$ cat config.mk
export PLATFORM = sky130hd
export DESIGN_NAME = conv_input_pipe
export DESIGN_NICKNAME = d
export VERILOG_FILES = /design/src/logic/conv_in_pkg.sv /design/src/logic/conv_input_pipe.sv /design/src/logic/kernel_col_counter.sv /design/src/logic/pixel_pipe.sv /design/src/logic/weight_rotator.sv /design/src/logic/weight_seq_fsm.sv
export VERILOG_INCLUDE_DIRS = /design/src /design/src/logic
export SDC_FILE = /design/constraint.sdc
export NUM_CORES = 1
export LEC_CHECK = 0
export BUFFER_PORTS_ARGS = -buffer_cell sky130_fd_sc_hd__buf_2
export CORE_MARGIN = 5
export CORE_UTILIZATION = 49
export CTS_CLUSTER_DIAMETER = 150
export DETAILED_ROUTE_END_ITERATION = 10
export PLACE_DENSITY = 0.84
export SLEW_MARGIN = 20
export SYNTH_ARGS = -nofsm -noshare
export SYNTH_HDL_FRONTEND = slang
export SYNTH_SLANG_ARGS = --single-unit
$ cat constraint.sdc
create_clock -name aclk -period 4 [get_ports aclk]
set_clock_uncertainty 0.05 [all_clocks]
set_input_delay 0.4 -clock aclk [delete_from_list [all_inputs] [get_ports aclk]]
set_output_delay 0.4 -clock aclk [all_outputs]
set_load 0.01 [all_outputs]
$ cat src/logic/conv_in_cfg.svh
`ifndef CONV_IN_CFG_SVH
`define CONV_IN_CFG_SVH

// ************************************************************
// Array size
// ************************************************************

`define CONV_ROWS        4   // Pixel words per beat.
`define CONV_COLS        4   // Weight words per column.
`define CONV_WORD_WIDTH  8

// ************************************************************
// Kernel limits
// ************************************************************

// Must stay odd.
`define CONV_KW_MAX      3
`define CONV_REPS_MAX    8   // Input-channel passes per weight set.

`endif

$ cat src/logic/conv_in_pkg.sv
`default_nettype none
`include "conv_in_cfg.svh"

package conv_in_pkg;

  // Data words.
  typedef logic [`CONV_WORD_WIDTH-1:0] word_t;
  typedef word_t [`CONV_ROWS-1:0] pix_data_t;
  typedef word_t [`CONV_COLS-1:0] wcol_t;

  // Kernel geometry.
  typedef logic [$clog2(`CONV_KW_MAX+1)-1:0]   kw_t;
  typedef logic [$clog2(`CONV_KW_MAX)-1:0]     col_idx_t;
  typedef logic [$clog2(`CONV_REPS_MAX+1)-1:0] rep_t;

  // Low bits of a pixel header beat.
  typedef struct packed {
    logic is_not_max;
    logic is_max;
    logic is_lrelu;
  } pix_mode_t;

  // Low bits of a weight configuration beat.
  typedef struct packed {
    kw_t  kw;
    rep_t reps;
  } w_cfg_t;

  typedef struct packed {
    kw_t  kw2;            // Half kernel width.
    logic is_w_first;
    logic is_cin_last;
    logic is_col_valid;
  } w_tag_t;

  typedef struct packed {
    pix_mode_t mode;
    w_tag_t    tag;
  } conv_user_t;

  typedef enum logic [1:0] {W_IDLE, W_FILL, W_ROTATE} w_state_e;

endpackage

`default_nettype wire

$ cat src/logic/conv_input_pipe.sv
`timescale 1ns/1ps
`default_nettype none

module conv_input_pipe (
  input  wire                         aclk,
  input  wire                         rst_n,
  input  wire                         s_pixels_valid,
  output logic                        s_pixels_ready,
  input  wire                         s_pixels_last,
  input  wire conv_in_pkg::pix_data_t s_pixels_data,
  input  wire                         s_weights_valid,
  output logic                        s_weights_ready,
  input  wire                         s_weights_last,
  input  wire conv_in_pkg::wcol_t     s_weights_data,
  input  wire                         m_ready,
  output logic                        m_valid,
  output logic                        m_last,
  output conv_in_pkg::conv_user_t     m_user,
  output conv_in_pkg::pix_data_t      m_pixels_data,
  output conv_in_pkg::wcol_t          m_weights_data
);

  logic                   pix_valid;
  logic                   pix_ready;
  conv_in_pkg::pix_data_t pix_data;
  conv_in_pkg::pix_mode_t pix_mode;
  logic                   w_valid;
  logic                   w_ready;
  logic                   w_last;
  conv_in_pkg::wcol_t     w_data;
  conv_in_pkg::w_tag_t    w_tag;

  pixel_pipe pixel_pipe_i (
    .aclk    (aclk),
    .rst_n   (rst_n),
    .s_valid (s_pixels_valid),
    .s_last  (s_pixels_last),
    .s_data  (s_pixels_data),
    .m_ready (pix_ready),
    .s_ready (s_pixels_ready),
    .m_valid (pix_valid),
    .m_data  (pix_data),
    .m_mode  (pix_mode)
  );

  weight_rotator weight_rotator_i (
    .aclk    (aclk),
    .rst_n   (rst_n),
    .s_valid (s_weights_valid),
    .s_last  (s_weights_last),
    .s_data  (s_weights_data),
    .m_ready (w_ready),
    .s_ready (s_weights_ready),
    .m_valid (w_valid),
    .m_last  (w_last),
    .m_data  (w_data),
    .m_tag   (w_tag)
  );

  // ************************************************************
  // Stream join
  // ************************************************************

  assign m_valid   = pix_valid && w_valid;
  assign pix_ready = m_ready && w_valid;
  assign w_ready   = m_ready && pix_valid;

  assign m_last         = w_last && m_valid;
  assign m_pixels_data  = pix_data;
  assign m_weights_data = w_data;

  // Beat flags only count on a valid output.
  assign m_user = '{
    mode: pix_mode,
    tag:  '{
      kw2:          w_tag.kw2,
      is_w_first:   w_tag.is_w_first && m_valid,
      is_cin_last:  w_tag.is_cin_last && m_valid,
      is_col_valid: w_tag.is_col_valid && m_valid
    }
  };

endmodule

`default_nettype wire

$ cat src/logic/kernel_col_counter.sv
`timescale 1ns/1ps
`default_nettype none

module kernel_col_counter (
  input  wire                   aclk,
  input  wire                   rst_n,
  input  wire                   clear,
  input  wire                   step,
  input  wire conv_in_pkg::kw_t  kw,
  input  wire conv_in_pkg::rep_t reps,
  output conv_in_pkg::col_idx_t col,
  output conv_in_pkg::rep_t     round,
  output logic                  col_last,
  output logic                  round_last
);

  assign col_last   = (col == conv_in_pkg::col_idx_t'(kw - 1'b1));
  assign round_last = (round == conv_in_pkg::rep_t'(reps - 1'b1));

  always_ff @(posedge aclk or negedge rst_n) begin
    if (!rst_n) begin
      col   <= '0;
      round <= '0;
    end else if (clear) begin
      col   <= '0;
      round <= '0;
    end else if (step) begin
      if (col_last) begin
        col   <= '0;      // Wrap closes one round.
        round <= round_last ? '0 : round + 1'b1;
      end else begin
        col <= col + 1'b1;
      end
    end
  end

endmodule

`default_nettype wire

$ cat src/logic/pixel_pipe.sv
`timescale 1ns/1ps
`default_nettype none

module pixel_pipe (
  input  wire                         aclk,
  input  wire                         rst_n,
  input  wire                         s_valid,
  input  wire                         s_last,
  input  wire conv_in_pkg::pix_data_t s_data,
  input  wire                         m_ready,
  output logic                        s_ready,
  output logic                        m_valid,
  output conv_in_pkg::pix_data_t      m_data,
  output conv_in_pkg::pix_mode_t      m_mode
);

  logic                   is_hdr;   // Next beat opens a packet.
  logic                   s_take;
  conv_in_pkg::pix_mode_t mode_q;

  assign s_ready = !m_valid || m_ready;
  assign s_take  = s_valid && s_ready;

  always_ff @(posedge aclk or negedge rst_n) begin
    if (!rst_n) begin
      is_hdr <= 1'b1;
      mode_q <= '0;
    end else if (s_take) begin
      is_hdr <= s_last;
      if (is_hdr) begin
        mode_q <= conv_in_pkg::pix_mode_t'(s_data[0][$bits(conv_in_pkg::pix_mode_t)-1:0]);
      end
    end
  end

  // Headers are absorbed.
  always_ff @(posedge aclk or negedge rst_n) begin
    if (!rst_n) begin
      m_valid <= 1'b0;
    end else if (s_ready) begin
      m_valid <= s_valid && !is_hdr;
    end
  end

  always_ff @(posedge aclk) begin
    if (s_take && !is_hdr) begin
      m_data <= s_data;
      m_mode <= mode_q;
    end
  end

endmodule

`default_nettype wire

$ cat src/logic/weight_rotator.sv
`timescale 1ns/1ps
`default_nettype none
`include "conv_in_cfg.svh"

module weight_rotator (
  input  wire                     aclk,
  input  wire                     rst_n,
  input  wire                     s_valid,
  input  wire                     s_last,
  input  wire conv_in_pkg::wcol_t s_data,
  input  wire                     m_ready,
  output logic                    s_ready,
  output logic                    m_valid,
  output logic                    m_last,
  output conv_in_pkg::wcol_t      m_data,
  output conv_in_pkg::w_tag_t     m_tag
);

  conv_in_pkg::w_state_e state;
  conv_in_pkg::w_cfg_t   cfg_q;
  conv_in_pkg::wcol_t    buf_q [`CONV_KW_MAX];
  conv_in_pkg::col_idx_t col;
  logic                  cnt_clear;
  logic                  cnt_step;
  logic                  col_last;
  logic                  round_last;
  logic                  s_take;
  logic                  rot_load;

  assign s_ready = (state != conv_in_pkg::W_ROTATE);
  assign s_take  = s_valid && s_ready;

  // Next column enters the read register unless the last one is still held.
  assign rot_load = (state == conv_in_pkg::W_ROTATE) && (!m_valid || (m_ready && !m_last));

  weight_seq_fsm fsm_i (
    .aclk      (aclk),
    .rst_n     (rst_n),
    .cfg_take  (s_take),
    .fill_last (s_take && s_last),
    .beat_done (s_take || rot_load),
    .rot_done  (m_valid && m_ready && m_last),
    .state     (state),
    .cnt_clear (cnt_clear),
    .cnt_step  (cnt_step)
  );

  kernel_col_counter counter_i (
    .aclk       (aclk),
    .rst_n      (rst_n),
    .clear      (cnt_clear),
    .step       (cnt_step),
    .kw         (cfg_q.kw),
    .reps       (cfg_q.reps),
    .col        (col),
    .round      (),
    .col_last   (col_last),
    .round_last (round_last)
  );

  // ************************************************************
  // Configuration and column store
  // ************************************************************

  always_ff @(posedge aclk or negedge rst_n) begin
    if (!rst_n) begin
      cfg_q <= '0;
    end else if (s_take && state == conv_in_pkg::W_IDLE) begin
      cfg_q <= conv_in_pkg::w_cfg_t'(s_data[0][$bits(conv_in_pkg::w_cfg_t)-1:0]);
    end
  end

  always_ff @(posedge aclk) begin
    if (s_take && state == conv_in_pkg::W_FILL) begin
      buf_q[col] <= s_data;
    end
  end

  // ************************************************************
  // Read register
  // ************************************************************

  always_ff @(posedge aclk or negedge rst_n) begin
    if (!rst_n) begin
      m_valid <= 1'b0;
    end else if (rot_load) begin
      m_valid <= 1'b1;
    end else if (m_ready) begin
      m_valid <= 1'b0;
    end
  end

  always_ff @(posedge aclk) begin
    if (rot_load) begin
      m_data             <= buf_q[col];
      m_last             <= col_last && round_last;   // End of the final round.
      m_tag.kw2          <= cfg_q.kw >> 1;
      m_tag.is_w_first   <= (col == '0);
      m_tag.is_cin_last  <= round_last;
      m_tag.is_col_valid <= 1'b1;
    end
  end

endmodule

`default_nettype wire

$ cat src/logic/weight_seq_fsm.sv
`timescale 1ns/1ps
`default_nettype none

module weight_seq_fsm (
  input  wire                   aclk,
  input  wire                   rst_n,
  input  wire                   cfg_take,
  input  wire                   fill_last,
  input  wire                   beat_done,
  input  wire                   rot_done,
  output conv_in_pkg::w_state_e state,
  output logic                  cnt_clear,
  output logic                  cnt_step
);

  conv_in_pkg::w_state_e state_nxt;

  always_ff @(posedge aclk or negedge rst_n) begin
    if (!rst_n) begin
      state <= conv_in_pkg::W_IDLE;
    end else begin
      state <= state_nxt;
    end
  end

  // Counter restarts on entry to fill and to replay.
  always_comb begin
    state_nxt = state;
    cnt_clear = 1'b0;
    case (state)
      conv_in_pkg::W_IDLE: begin
        if (cfg_take) begin
          state_nxt = conv_in_pkg::W_FILL;
          cnt_clear = 1'b1;
        end
      end
      conv_in_pkg::W_FILL: begin
        if (fill_last) begin
          state_nxt = conv_in_pkg::W_ROTATE;
          cnt_clear = 1'b1;
        end
      end
      conv_in_pkg::W_ROTATE: begin
        if (rot_done) begin
          state_nxt = conv_in_pkg::W_IDLE;
        end
      end
      default: state_nxt = conv_in_pkg::W_IDLE;
    endcase
  end

  // Column writes in fill, column loads in replay.
  assign cnt_step = beat_done && (state != conv_in_pkg::W_IDLE);

endmodule

`default_nettype wire
* Word-level counts from Yosys, hierarchy flattened *
Memories as Yosys holds them, arrays and structs flattened. A register that Yosys moved wholly into a read port is not among the register bits.
Index checks and enable logic that the tools add are counted.

storage, ports and cells
  input port bits = 71
  latch bits = 0
  bits in writable memories = 96
  ROM bits = 0
  memories = 1
  bits in registers = 59
  word-level logic and storage cells = 88

cells by class
  shift operators = 0
  $mul = 0
  equality and inequality tests = 8
  $add $sub $neg = 4
  muxes and demuxes = 18
  reduce and logical (&&, ||, !) cells = 35
  $lt $le $gt $ge = 0
  bitwise gates (word level) = 0
  div/mod/pow operators = 0

memories
  memory                  words  width  rd ports  clocked after Yosys merged registers in  wr ports  RTL line              text
  weight_rotator_i.buf_q  3      32     1         1                                        1         weight_rotator.sv:21  conv_in_pkg::wcol_t buf_q [`CONV_KW_MAX];

operator list
  operator                                              number
  logical AND 1 bit                                     19
  two-way mux 4 bit                                     4
  two-way mux 2 bit                                     6
  nonzero test 2 bit                                    4
  two-way mux 1 bit                                     6
  != test 2 bit (second input constant)                 3
  one-hot mux 2 bit (3 select lines)                    1
  adder 4 x 1 -> 4 bit (second input constant)          1
  equality test 4 bit                                   1
  logical NOT 1 bit                                     4
  logical NOT 2 bit                                     2
  AND reduction 2 bit                                   2
  subtractor 4 x 1 -> 4 bit (second input constant)     1
  logical OR 1 bit                                      3
  AND reduction 3 bit                                   1
  adder 2 x 1 -> 2 bit (second input constant)          1
  equality test 2 x 1 -> 1 bit (second input constant)  1
  equality test 2 bit                                   1
  equality test 2 bit (second input constant)           1
  != test 2 x 1 -> 1 bit (second input constant)        1
  one-hot mux 1 bit (2 select lines)                    1
  subtractor 2 x 1 -> 2 bit (second input constant)     1

* Longest topological paths before layout *
Gate-level depths: netlist (run 1).

  depth after elaboration = 8
  gate-level depth with buffers = 7

* Cells and area by module *
A second synthesis (run 1) with hierarchy kept.

second synthesis, totals
  cells, all modules = 390
  area, all modules = 6,932.9 um^2

by module, submodules not included
  module              times used  area an instance (um^2)  cells each
  weight_rotator      1           5,022.3                  274
  pixel_pipe          1           1,275.0                  50
  kernel_col_counter  1           488.0                    49
  weight_seq_fsm      1           101.3                    10
  conv_input_pipe     1           46.3                     7

* Worst setup path before layout (run 1) *
Ideal clock, no wire load.

  path kind = flip-flop to flip-flop
  from = register weight_rotator_i.counter_i.col[1]
  to = memory weight_rotator_i.buf_q[0][0] in the netlist's numbering (enable)
  setup slack = 85 ps
  clock period less this slack = 3,915 ps
  setup time = 468 ps
  buffers on the path = 2
  cell stages (with the launch flop) = 6
  arrival = 3,397 ps
  data required time = 3,482 ps
  path through = dfrtp_1 clkbuf_1 clkbuf_1 inv_1 ha_1 nor3b_1

RTL lines
  item                    RTL line                  text
  start, declared         kernel_col_counter.sv:11  output conv_in_pkg::col_idx_t col,
  start signal, assigned  kernel_col_counter.sv:32  col <= col + 1'b1;
  end, declared           weight_rotator.sv:21

Straight into the memory's write port.

* Final worst setup path (run 1) *
  from = register weight_rotator_i.counter_i.col[1]
  to = register weight_rotator_i.counter_i.round[3]

between the ends
  longest elaborated chain between the ends = 3

ends and longest elaborated chain
  item                           RTL line                  text
  equality test 2 bit            kernel_col_counter.sv:17  assign col_last = (col == conv_in_pkg::col_idx_t'(kw - 1'b1));
  nonzero test 2 bit (no line)   -
  AND reduction 2 bit (no line)  -
  end signal, assigned           kernel_col_counter.sv:30  round <= round_last ? '0 : round + 1'b1;
  end, declared                  kernel_col_counter.sv:12  output conv_in_pkg::rep_t round,

No other way between the ends.
A chain may end at the register's enable or synchronous reset.

==> results.md, run 1 <==
* Status: finished clean
* Yosys top cell by area: edfxtp_1
* Sequential share of the synthesized area at 80.2%
* Io pins at 147
* Gr usage total at 16.0%
* Peak supply drop at 0.000392 V
* Internal Dissipation at 4.08 mW
* CTS Buffer Depth at 2
* First-pass GRT wire length at 19.9 mm
* Fin Setup TNS at 0 ps
* Final HPWL DP at 8.97 mm
* Post-Synthesis Cells at 390
* Number of distinct library cells after synthesis at 43
* Post-synth top area share at 72.9%
* Setup violators final at 0
* CP Class: reg2reg
* Initial core utilization at 49.7%
* Mapped Area at 0.00688 mm^2
* Clk sink count at 187
* Root Buffer: clkbuf_16
* Switching Share at 29.6%
* Final worst-path cycle share at 59.7%
* Ys Warns at 0
* Main area contributors after synthesis: edfxtp_1 73%, dfrtp_1 6.9%, mux2i_1 4.8%
* Row count at 43
* Combinational power share at 20.9%
* DRC at 0
* CP bufs+invs at 0
* Grt total ovfl at 0
* Post-route cell area at 0.00842 mm^2
* Nets at 619
* Share of layout cells above drive strength 1 at 37.1%
* Total power at 5.79 mW
* CTS tree: done
* Core footprint at 0.0138 mm^2
* Via-per-instance ratio at 5.09
* Xor/xnor cell area share of the yosys netlist at 1.07%
* Largest net degree at the start of global routing at 69
* Compound-Gate Fraction of Synth Area at 4.66%
* Pins Over Slew Limit at 0
* Number of port buffers at 145
* Drt pass-1 iters at 4
* Syn avg cell area at 17.6 um^2
* Placed cell area at 0.00780 mm^2
* Ys flop type: edfxtp_1
* H-tree depth at 4
* CP startpoint kind: flip-flop
* Core Util, Final at 60.9%
* Sequential Power Share at 50.0%
* Post-synth EDFFs at 167
* Die width at 128 um
* Routability cong. at 0.792
* Initial antenna violation count at 2
* Asr flop ratio synth at 10.7%
* Net Count, Synth at 466
* Final WL at 13.3 mm
* Crit path time final at 2390 ps
* Worst EP arrival at 2680 ps
* Total CTS buffers at 17
* Worst slew margin at 31.4%
* CP Data Required Time at 4300 ps
* Clk pin slew, worst setup/hold paths at 70 ps
* Worst path slowest cell: dfrtp_2
* Vias in the first global route at 3,944
* Max Fclk at 419 MHz
* Crit. End Element: flip-flop
* Yosys reg bits at 187
* Final Hold Fails at 0
* Clk_lat worst skew at 420 ps
* CP Cell Sequence: xnor2_1 -> mux2i_1 -> o21a_1 -> or4_4 -> o211ai_2
* Clock power frac at 29.1%
* Worst slew pin tran at 1030 ps
* CP peak stage delay at 1050 ps
* Largest family of logic cells by synthesized area: multiplexers
* WL/cell at 18.1 um
* Detail Route Antenna Nets at 0
* Simple-gate share of the synthesized area at 5.30%
* Pwr dens at 688 mW/mm^2
* DIE AREA at 0.0165 mm^2
* Largest fanout on the critical path at 68
* RSZ-0062 raised after global routing: false
* Delay-heaviest family, CP: flip-flops
* MaxCap Viol Count at 0
* Die height at 128 um
* Sw Pwr at 1.72 mW
* Post-synthesis mux area share at 6.11%
* Setup bufs post-CTS at 0
* Initial drt markers at 280
* Leakage at 3.17 nW
* Post-synthesis adder-cell area fraction at 0.910%
* DR vias at 3,758
* Hold Path Class: in2reg
* Synthesis-to-layout area growth at 22.4%
## metrics by stage
| stage | worst slack, ps | instances | hold WS [ps] |
|---|---|---|---|
| 6_report | 1610 | 738 | 99.6 |
| 5_1_grt | 1340 | 738 | 77.1 |
| 4_1_cts | 1620 | 736 | 81.1 |
| 3_5_place_dp | 1630 | 703 | 341 |
| 3_3_place_gp | 1760 | 703 | 321 |
| 2_1_floorplan | 85.0 | 390 | 54.4 |
## layer usage
metal	up-vias	track usage (%)	wire, um
met4	0	7.12	233
li1	1770	-	-
met5	-	0	0
met2	103	29.0	7550
met3	21	4.19	693
met1	1864	17.8	4840
## area by class of cell
cell class / instances / area (um^2)
antenna: 2 / 5.00
clock buffer: 17 / 425
timing repair buffer: 151 / 773
clock inverter: 15 / 175
fill: 980 / 5410
sequential: 187 / 5520
multi-input combinational: 180 / 1270
tap: 180 / 225
inverter: 6 / 22.5
## sequential cells by signal (all words and copies together) (netlist names)
name and cells:
weight_rotator_i.m_valid 1, weight_rotator_i.fsm_i.state 2, weight_rotator_i.counter_i.col 2, weight_rotator_i.m_data 32, weight_rotator_i.m_tag 3, weight_rotator_i.counter_i.round 4, pixel_pipe_i.m_valid 1, pixel_pipe_i.m_mode 3
pixel_pipe_i.mode_q 3, weight_rotator_i.cfg_q 6, weight_rotator_i.m_last 1, weight_rotator_i.buf_q 96, pixel_pipe_i.is_hdr 1, pixel_pipe_i.m_data 32
## cell usage in the layout (no fill, tap or decap), drive strengths merged, types with 2 or more instances in the layout
master | Yosys | layout
a21o | 2 | 2
and3 | 3 | 3
buf | 11 | 150
bufinv | 0 | 2
clkbuf | 6 | 17
clkinv | 0 | 3
dfrtp | 19 | 19
diode | 0 | 2
edfxtp | 167 | 167
ha | 5 | 5
inv | 6 | 15
mux2 | 8 | 8
mux2i | 33 | 33
nand2 | 45 | 45
nand2b | 4 | 4
nand3 | 5 | 5
nor2 | 6 | 6
nor2b | 2 | 2
nor3 | 3 | 3
nor3b | 3 | 3
o21a | 2 | 2
o21ai | 41 | 41
xnor2 | 3 | 3
xor2 | 2 | 2
## kinds of logic (layout without fill, tap and decap cells)
family | after synthesis | count (layout)
simple gates | 74 | 74
compound gates | 53 | 53
other cells | 1 | 3
buf+inv | 23 | 189
flops | 187 | 187
mux | 41 | 41
xor+xnor | 6 | 6
fa+ha+maj | 5 | 5
## Yosys cell counts (all sizes together), types with 3 or more instances
cell type,instances
clkbuf,6
nand2,45
xnor2,3
ha,5
and3,3
nor3,3
nor3b,3
o21ai,41
mux2,8
buf,11
inv,6
nor2,6
nand3,5
nand2b,4
mux2i,33
edfxtp,167
dfrtp,19
## power by group through the flow
| stage | clock, mW | combinational (mW) | sequential (mW) |
|---|---|---|---|
| after floorplan | 0 | 0.878 | 2.85 |
| after global placement | 0 | 1.16 | 2.90 |
| after detailed placement | 0 | 1.22 | 2.93 |
| after CTS | 1.71 | 1.23 | 2.90 |
| after global routing | 1.80 | 1.33 | 2.93 |
| final | 1.69 | 1.21 | 2.89 |
## final timing paths
kind	startpoint	to	slack (ps)	cells after the start
max	weight_rotator_i.counter_i.col[1]	weight_rotator_i.counter_i.round[3]	1610	5
min	s_pixels_data[9]	pixel_pipe_i.m_data[9]	100	1
max reg2reg	weight_rotator_i.counter_i.col[1]	weight_rotator_i.counter_i.round[3]	1610	5
min reg2reg	pixel_pipe_i.mode_q[0]	pixel_pipe_i.m_mode[0]	400	0
max in group asynchronous	rst_n	weight_rotator_i.counter_i.col[0]	3110	2
min in group asynchronous	rst_n	weight_rotator_i.fsm_i.state[1]	420	2
## what timing repair did
action / in CTS / in global routing
hold buffers: 1 / 0
resized for setup: 0 / 0
endpoints found under the hold margin: 19 / 0
Note: power is estimated with default switching activity, not from simulation.
==> run 2, diff against run 1 <==
==> constraint.sdc (replaced) <==
create_clock -name aclk -period 2 [get_ports aclk]
set_clock_uncertainty 0.05 [all_clocks]
set_input_delay 0.2 -clock aclk [delete_from_list [all_inputs] [get_ports aclk]]
set_output_delay 0.2 -clock aclk [all_outputs]
set_load 0.01 [all_outputs]
==> results.md, run 2 (synthesized netlist as in run 1, its figures left out) <==
* Hold_sp: s_weights_valid
* Cell count of the worst reg-to-reg path at 7
* Crit path time final at 1950 ps
* Max Fclk at 512 MHz
* Die height at 128 um
* Worst slew pin tran at 578 ps
* Crit. End Element: flip-flop
* MaxCap Viol Count at 0
* Largest net degree at the start of global routing at 65
* Total power at 11.8 mW
* Leakage at 3.48 nW
* Peak supply drop at 0.000721 V
* Worst slew margin at 61.5%
* Hold Path Class: in2reg
* Regs by FF count: weight_rotator_i.buf_q x96, pixel_pipe_i.m_data x32, weight_rotator_i.m_data x32
* Vias in the first global route at 4,357
* Synthesis-to-layout area growth at 33.4%
* Initial core utilization at 49.7%
* Worst Hold End: weight_rotator_i.fsm_i.state[0]
* First-pass GRT wire length at 23.3 mm
* Met1 WL at 5.79 mm
* Commonest non-fill, non-tap cell in the layout: edfxtp_1
* Drt pass-1 iters at 5
* Gr usage total at 18.8%
* Hold Crit Depth at 2
* Final Hold Fails at 0
* Wire length on met2 at 8.51 mm
* DRC at 0
* Most frequent cells in the layout: 167 x edfxtp_1, 145 x buf_2, 66 x dlygate4sd3_1
* Post-Layout Cell Count at 810
* Worst R2R Setup Slack at 50 ps
* Core footprint at 0.0138 mm^2
* Number of port buffers at 145
* Share of layout cells above drive strength 1 at 34.3%
* Clk pin slew, worst setup/hold paths at 70 ps
* Placed Cells at 709
* Grt total ovfl at 0
* Worst EP arrival at 2240 ps
* CTS Buffer Depth at 2
* Reg2reg end: weight_rotator_i.counter_i.round[3]
* Die width at 128 um
* CP Data Required Time at 2290 ps
* Core Util, Final at 66.3%
* WL/cell at 19.1 um
* DIE AREA at 0.0165 mm^2
* Reg-to-reg critical path startpoint: weight_rotator_i.cfg_q[1]
* Top reg by flops: weight_rotator_i.buf_q
* Routability cong. at 0.770
* Initial drt markers at 349
* Initial antenna violation count at 1
* Via-per-instance ratio at 5.20
* Pins Over Slew Limit at 0
* CP Class: reg2reg
* Metal3 WL at 709 um
* Pwr dens at 1290 mW/mm^2
* Largest fanout on the critical path at 5
* Status: finished clean
* Clk sink count at 187
* CTS tree: done
* Total CTS buffers at 17
* CP startpoint kind: flip-flop
* Final worst-path cycle share at 97.6%
* Io pins at 147
* Detail Route Antenna Nets at 0
* H-tree depth at 4
* Row count at 43
* DR vias at 4,211
* Setup violators final at 0
* Nets at 691
* Root Buffer: clkbuf_16
* Fin Setup TNS at 0 ps
* Cells resized by post-CTS repair at 0
* Max layer used: met4
* Final HPWL DP at 9.28 mm
* Final WL at 15.5 mm
* Max reg flops at 96
* Clk_lat worst skew at 420 ps
-- run 2: worst max-delay path: stages, from the launching register on --
cell	delay, ps
dfrtp_1	390
inv_1	80
ha_1	150
xnor3_1	400
nand3_2	110
o21ai_2	90
or4_4	530
o211ai_2	80
-- run 2: worst max path at each step --
stage / startpoint / endpoint / depth (start not counted)
3_5_place_dp: weight_rotator_i.cfg_q[0] / weight_rotator_i.counter_i.round[3] / 7
6_report: weight_rotator_i.cfg_q[1] / weight_rotator_i.counter_i.round[3] / 7
3_3_place_gp: weight_rotator_i.cfg_q[0] / weight_rotator_i.counter_i.round[3] / 7
4_1_cts: weight_rotator_i.cfg_q[0] / weight_rotator_i.counter_i.round[3] / 7
5_1_grt: weight_rotator_i.cfg_q[0] / weight_rotator_i.counter_i.round[3] / 7
2_1_floorplan: weight_rotator_i.counter_i.col[1] / weight_rotator_i.buf_q[1][0] / 5
-- run 2: routing by layer --
metal / vias up / track usage [%]
met3: 34 / 4.07
met4: 0 / 8.11
li1: 1919 / -
met2: 149 / 33.4
met1: 2109 / 21.9
met5: - / 0
-- run 2: area by class of cell --
| cell class | instances | area, um^2 |
|---|---|---|
| diodes | 3 | 7.51 |
| clock buffers | 17 | 425 |
| clock inverters | 14 | 134 |
| fillers | 852 | 4650 |
| inverters | 6 | 30.0 |
| multi-input cells | 180 | 1310 |
| flip-flops and latches | 187 | 5520 |
| well taps | 180 | 225 |
| repair buffers | 223 | 1530 |
-- run 2: what timing repair did --
action | in CTS | in global routing
endpoints found under the setup margin | 0 | 1
setup buffers | 0 | 1
hold endpoints to repair | 152 | 0
hold buffers | 66 | 0
-- run 2: power by group --
part           switching (mW)  internal, mW  total (mW)
sequential              0.419          5.24        5.65
clock                    1.47          1.74        3.21
combinational            1.70          1.26        2.96
-- run 2: per-stage QoR --
| step | hold WS, ps | worst slack [ps] | cell area [um^2] |
|---|---|---|---|
| after detailed placement | 129 | 47.1 | 7940 |
| after global placement | 124 | 115 | 7940 |
| after CTS | 13.6 | 21.7 | 9160 |
| final | 18.4 | 48.1 | 9170 |
| after floorplan | -146 | -251 | 6980 |
| after global routing | 24.6 | -7.65 | 9170 |
==> run 3, diff against run 2 <==
--- a/config.mk
+++ b/config.mk
@@ -11,6 +11,7 @@
 export CORE_UTILIZATION = 49
 export CTS_CLUSTER_DIAMETER = 150
 export DETAILED_ROUTE_END_ITERATION = 10
+export GPL_ROUTABILITY_DRIVEN = 1
 export PLACE_DENSITY = 0.84
 export SLEW_MARGIN = 20
 export SYNTH_ARGS = -nofsm -noshare
==> constraint.sdc (replaced) <==
create_clock -name aclk -period 2 [get_ports aclk]
set_clock_uncertainty 0.05 [all_clocks]
set_input_delay 0.4 -clock aclk [delete_from_list [all_inputs] [get_ports aclk]]
set_output_delay 0.4 -clock aclk [all_outputs]
set_load 0.01 [all_outputs]
==> results.md, run 3 (synthesized netlist as in run 1, its figures left out) <==
* Status: finished clean
* Initial core utilization at 49.7%
* Clk pin slew, worst setup/hold paths at 70 ps
* Via-per-instance ratio at 5.12
* Hold_sp: s_pixels_data[4]
* Number of port buffers at 145
* Pins Over Slew Limit at 0
* Crit. End Element: flip-flop
* Root Buffer: clkbuf_16
* RSZ-0062 raised after global routing: false
* Clk sink count at 187
* Worst slew margin at 66.8%
* Drt pass-1 iters at 4
* CP Class: reg2reg
* Met2 GRT Util at 29.2%
* Met3 Track Usage GR at 3.78%
* Routability cong. at 0.820
* MaxCap Viol Count at 0
* Peak supply drop at 0.000636 V
* Detail Route Antenna Nets at 0
* GR peak layer: met2
* DRC at 0
* Worst slew pin tran at 493 ps
* DIE AREA at 0.0165 mm^2
* Commonest non-fill, non-tap cell in the layout: edfxtp_1
* Hold Path Class: in2reg
* First-pass GRT wire length at 20.7 mm
* Final worst-path cycle share at 93.1%
* Pwr dens at 1400 mW/mm^2
* Final HPWL DP at 9.10 mm
* Clk_lat worst skew at 410 ps
* Gr usage total at 16.5%
* Max reg flops at 96
* Vias in the first global route at 3,995
* WL/cell at 18.3 um
* CTS tree: done
* GR Util met1 at 19.3%
* Largest fanout on the critical path at 8
* CP Data Required Time at 2250 ps
* Synthesis-to-layout area growth at 25.7%
* Top reg by flops: weight_rotator_i.buf_q
* Max Fclk at 537 MHz
* Worst Hold End: pixel_pipe_i.m_data[4]
* Nets at 631
* Initial antenna violation count at 2
* Worst R2R Setup Slack at 140 ps
* Cell count of the worst reg-to-reg path at 5
* Largest net degree at the start of global routing at 37
* Most frequent cells in the layout: 167 x edfxtp_1, 145 x buf_2, 45 x nand2_1
* H-tree depth at 4
* Leakage at 3.26 nW
* Die width at 128 um
* Core footprint at 0.0138 mm^2
* Regs by FF count: weight_rotator_i.buf_q x96, pixel_pipe_i.m_data x32, weight_rotator_i.m_data x32
* Crit path time final at 1860 ps
* Share of layout cells above drive strength 1 at 38.4%
* Reg2reg end: weight_rotator_i.counter_i.round[2]
* Total CTS buffers at 17
* Final Hold Fails at 0
* Hold Crit Depth at 1
* CTS Buffer Depth at 2
* Reg-to-reg critical path startpoint: weight_rotator_i.fsm_i.state[0]
* DR vias at 3,840
* CP startpoint kind: flip-flop
* Grt total ovfl at 0
* Io pins at 147
* Final WL at 13.7 mm
* Initial drt markers at 283
* Fin Setup TNS at 0 ps
* Die height at 128 um
* Filler cell count at 919
* Total power at 12.1 mW
* Worst EP arrival at 2110 ps
* Row count at 43
* Setup violators final at 0
==> run 3: changes by cell type in the layout (fill, tap and decap cells not counted), moves of 2 or more <==
cell,delta
buf_4,+4
bufinv_16,+3
clkbuf_1,+2
clkinv_2,-2
dlygate4sd3_1,-65
inv_8,-2
==> run 3: worst max path at each step <==
stage / from / endpoint / slack (ps)
2_1_floorplan: weight_rotator_i.counter_i.col[1] / weight_rotator_i.buf_q[1][0] / -250
3_3_place_gp: weight_rotator_i.cfg_q[0] / weight_rotator_i.counter_i.round[3] / 110
3_5_place_dp: weight_rotator_i.cfg_q[0] / weight_rotator_i.counter_i.round[3] / 50
4_1_cts: weight_rotator_i.cfg_q[0] / weight_rotator_i.counter_i.round[3] / 40
5_1_grt: weight_rotator_i.fsm_i.state[0] / weight_rotator_i.counter_i.round[0] / 10
6_report: weight_rotator_i.fsm_i.state[0] / weight_rotator_i.counter_i.round[2] / 140
==> run 3: repair_timing <==
action	4_1_cts	5_1_grt
gates resized for setup	0	1
setup buffers	0	3
endpoints found under the hold margin	19	0
endpoints found under the setup margin	0	1
hold buffers	1	0
==> run 3: per-layer routing <==
metal,vias to the layer above,share of wire [%]
li1,1798,-
met1,1891,36
met2,123,56
met3,28,5.3
met4,0,2.5
met5,-,0
==> run 3: through the flow <==
stage               utilization, %  cells  hold slack, ps  worst slack (ps)  instance area, um^2
floorplan                        -    390            54.4              -251                 6980
global placement              57.7    712             327               112                 7970
detailed placement            57.7    712             341              54.9                 7970
CTS                           62.2    745            98.6              39.6                 8600
global route                  62.5    750            91.4              12.4                 8640
finish                        62.5    750             109               138                 8640
==> run 3: cell type report <==
| type | count | area [um^2] | area share, % |
|---|---|---|---|
| Clock inverter | 13 | 188 | 2.17 |
| Clock buffer | 19 | 433 | 5.01 |
| Tap cell | 180 | 225 | 2.61 |
| Sequential cell | 187 | 5520 | 63.9 |
| Antenna cell | 2 | 5.00 | 0.0579 |
| Inverter | 6 | 30.0 | 0.348 |
| Multi-Input combinational cell | 180 | 1310 | 15.2 |
| Timing Repair Buffer | 163 | 926 | 10.7 |
==> run 3: critical path, cell delays in order (launching register included) <==
cell and delay (ps):
dfrtp_1 460, nand2b_4 210, o221a_4 290, o21ai_0 410, o21ai_0 180, o2bb2ai_1 150
==> run 3: where the power goes <==
group / switching [mW] / internal [mW] / total, mW
Clock: 1.38 / 2.11 / 3.49
Sequential: 0.381 / 5.23 / 5.61
Combinational: 1.72 / 1.25 / 2.98
Total: 3.48 / 8.59 / 12.1
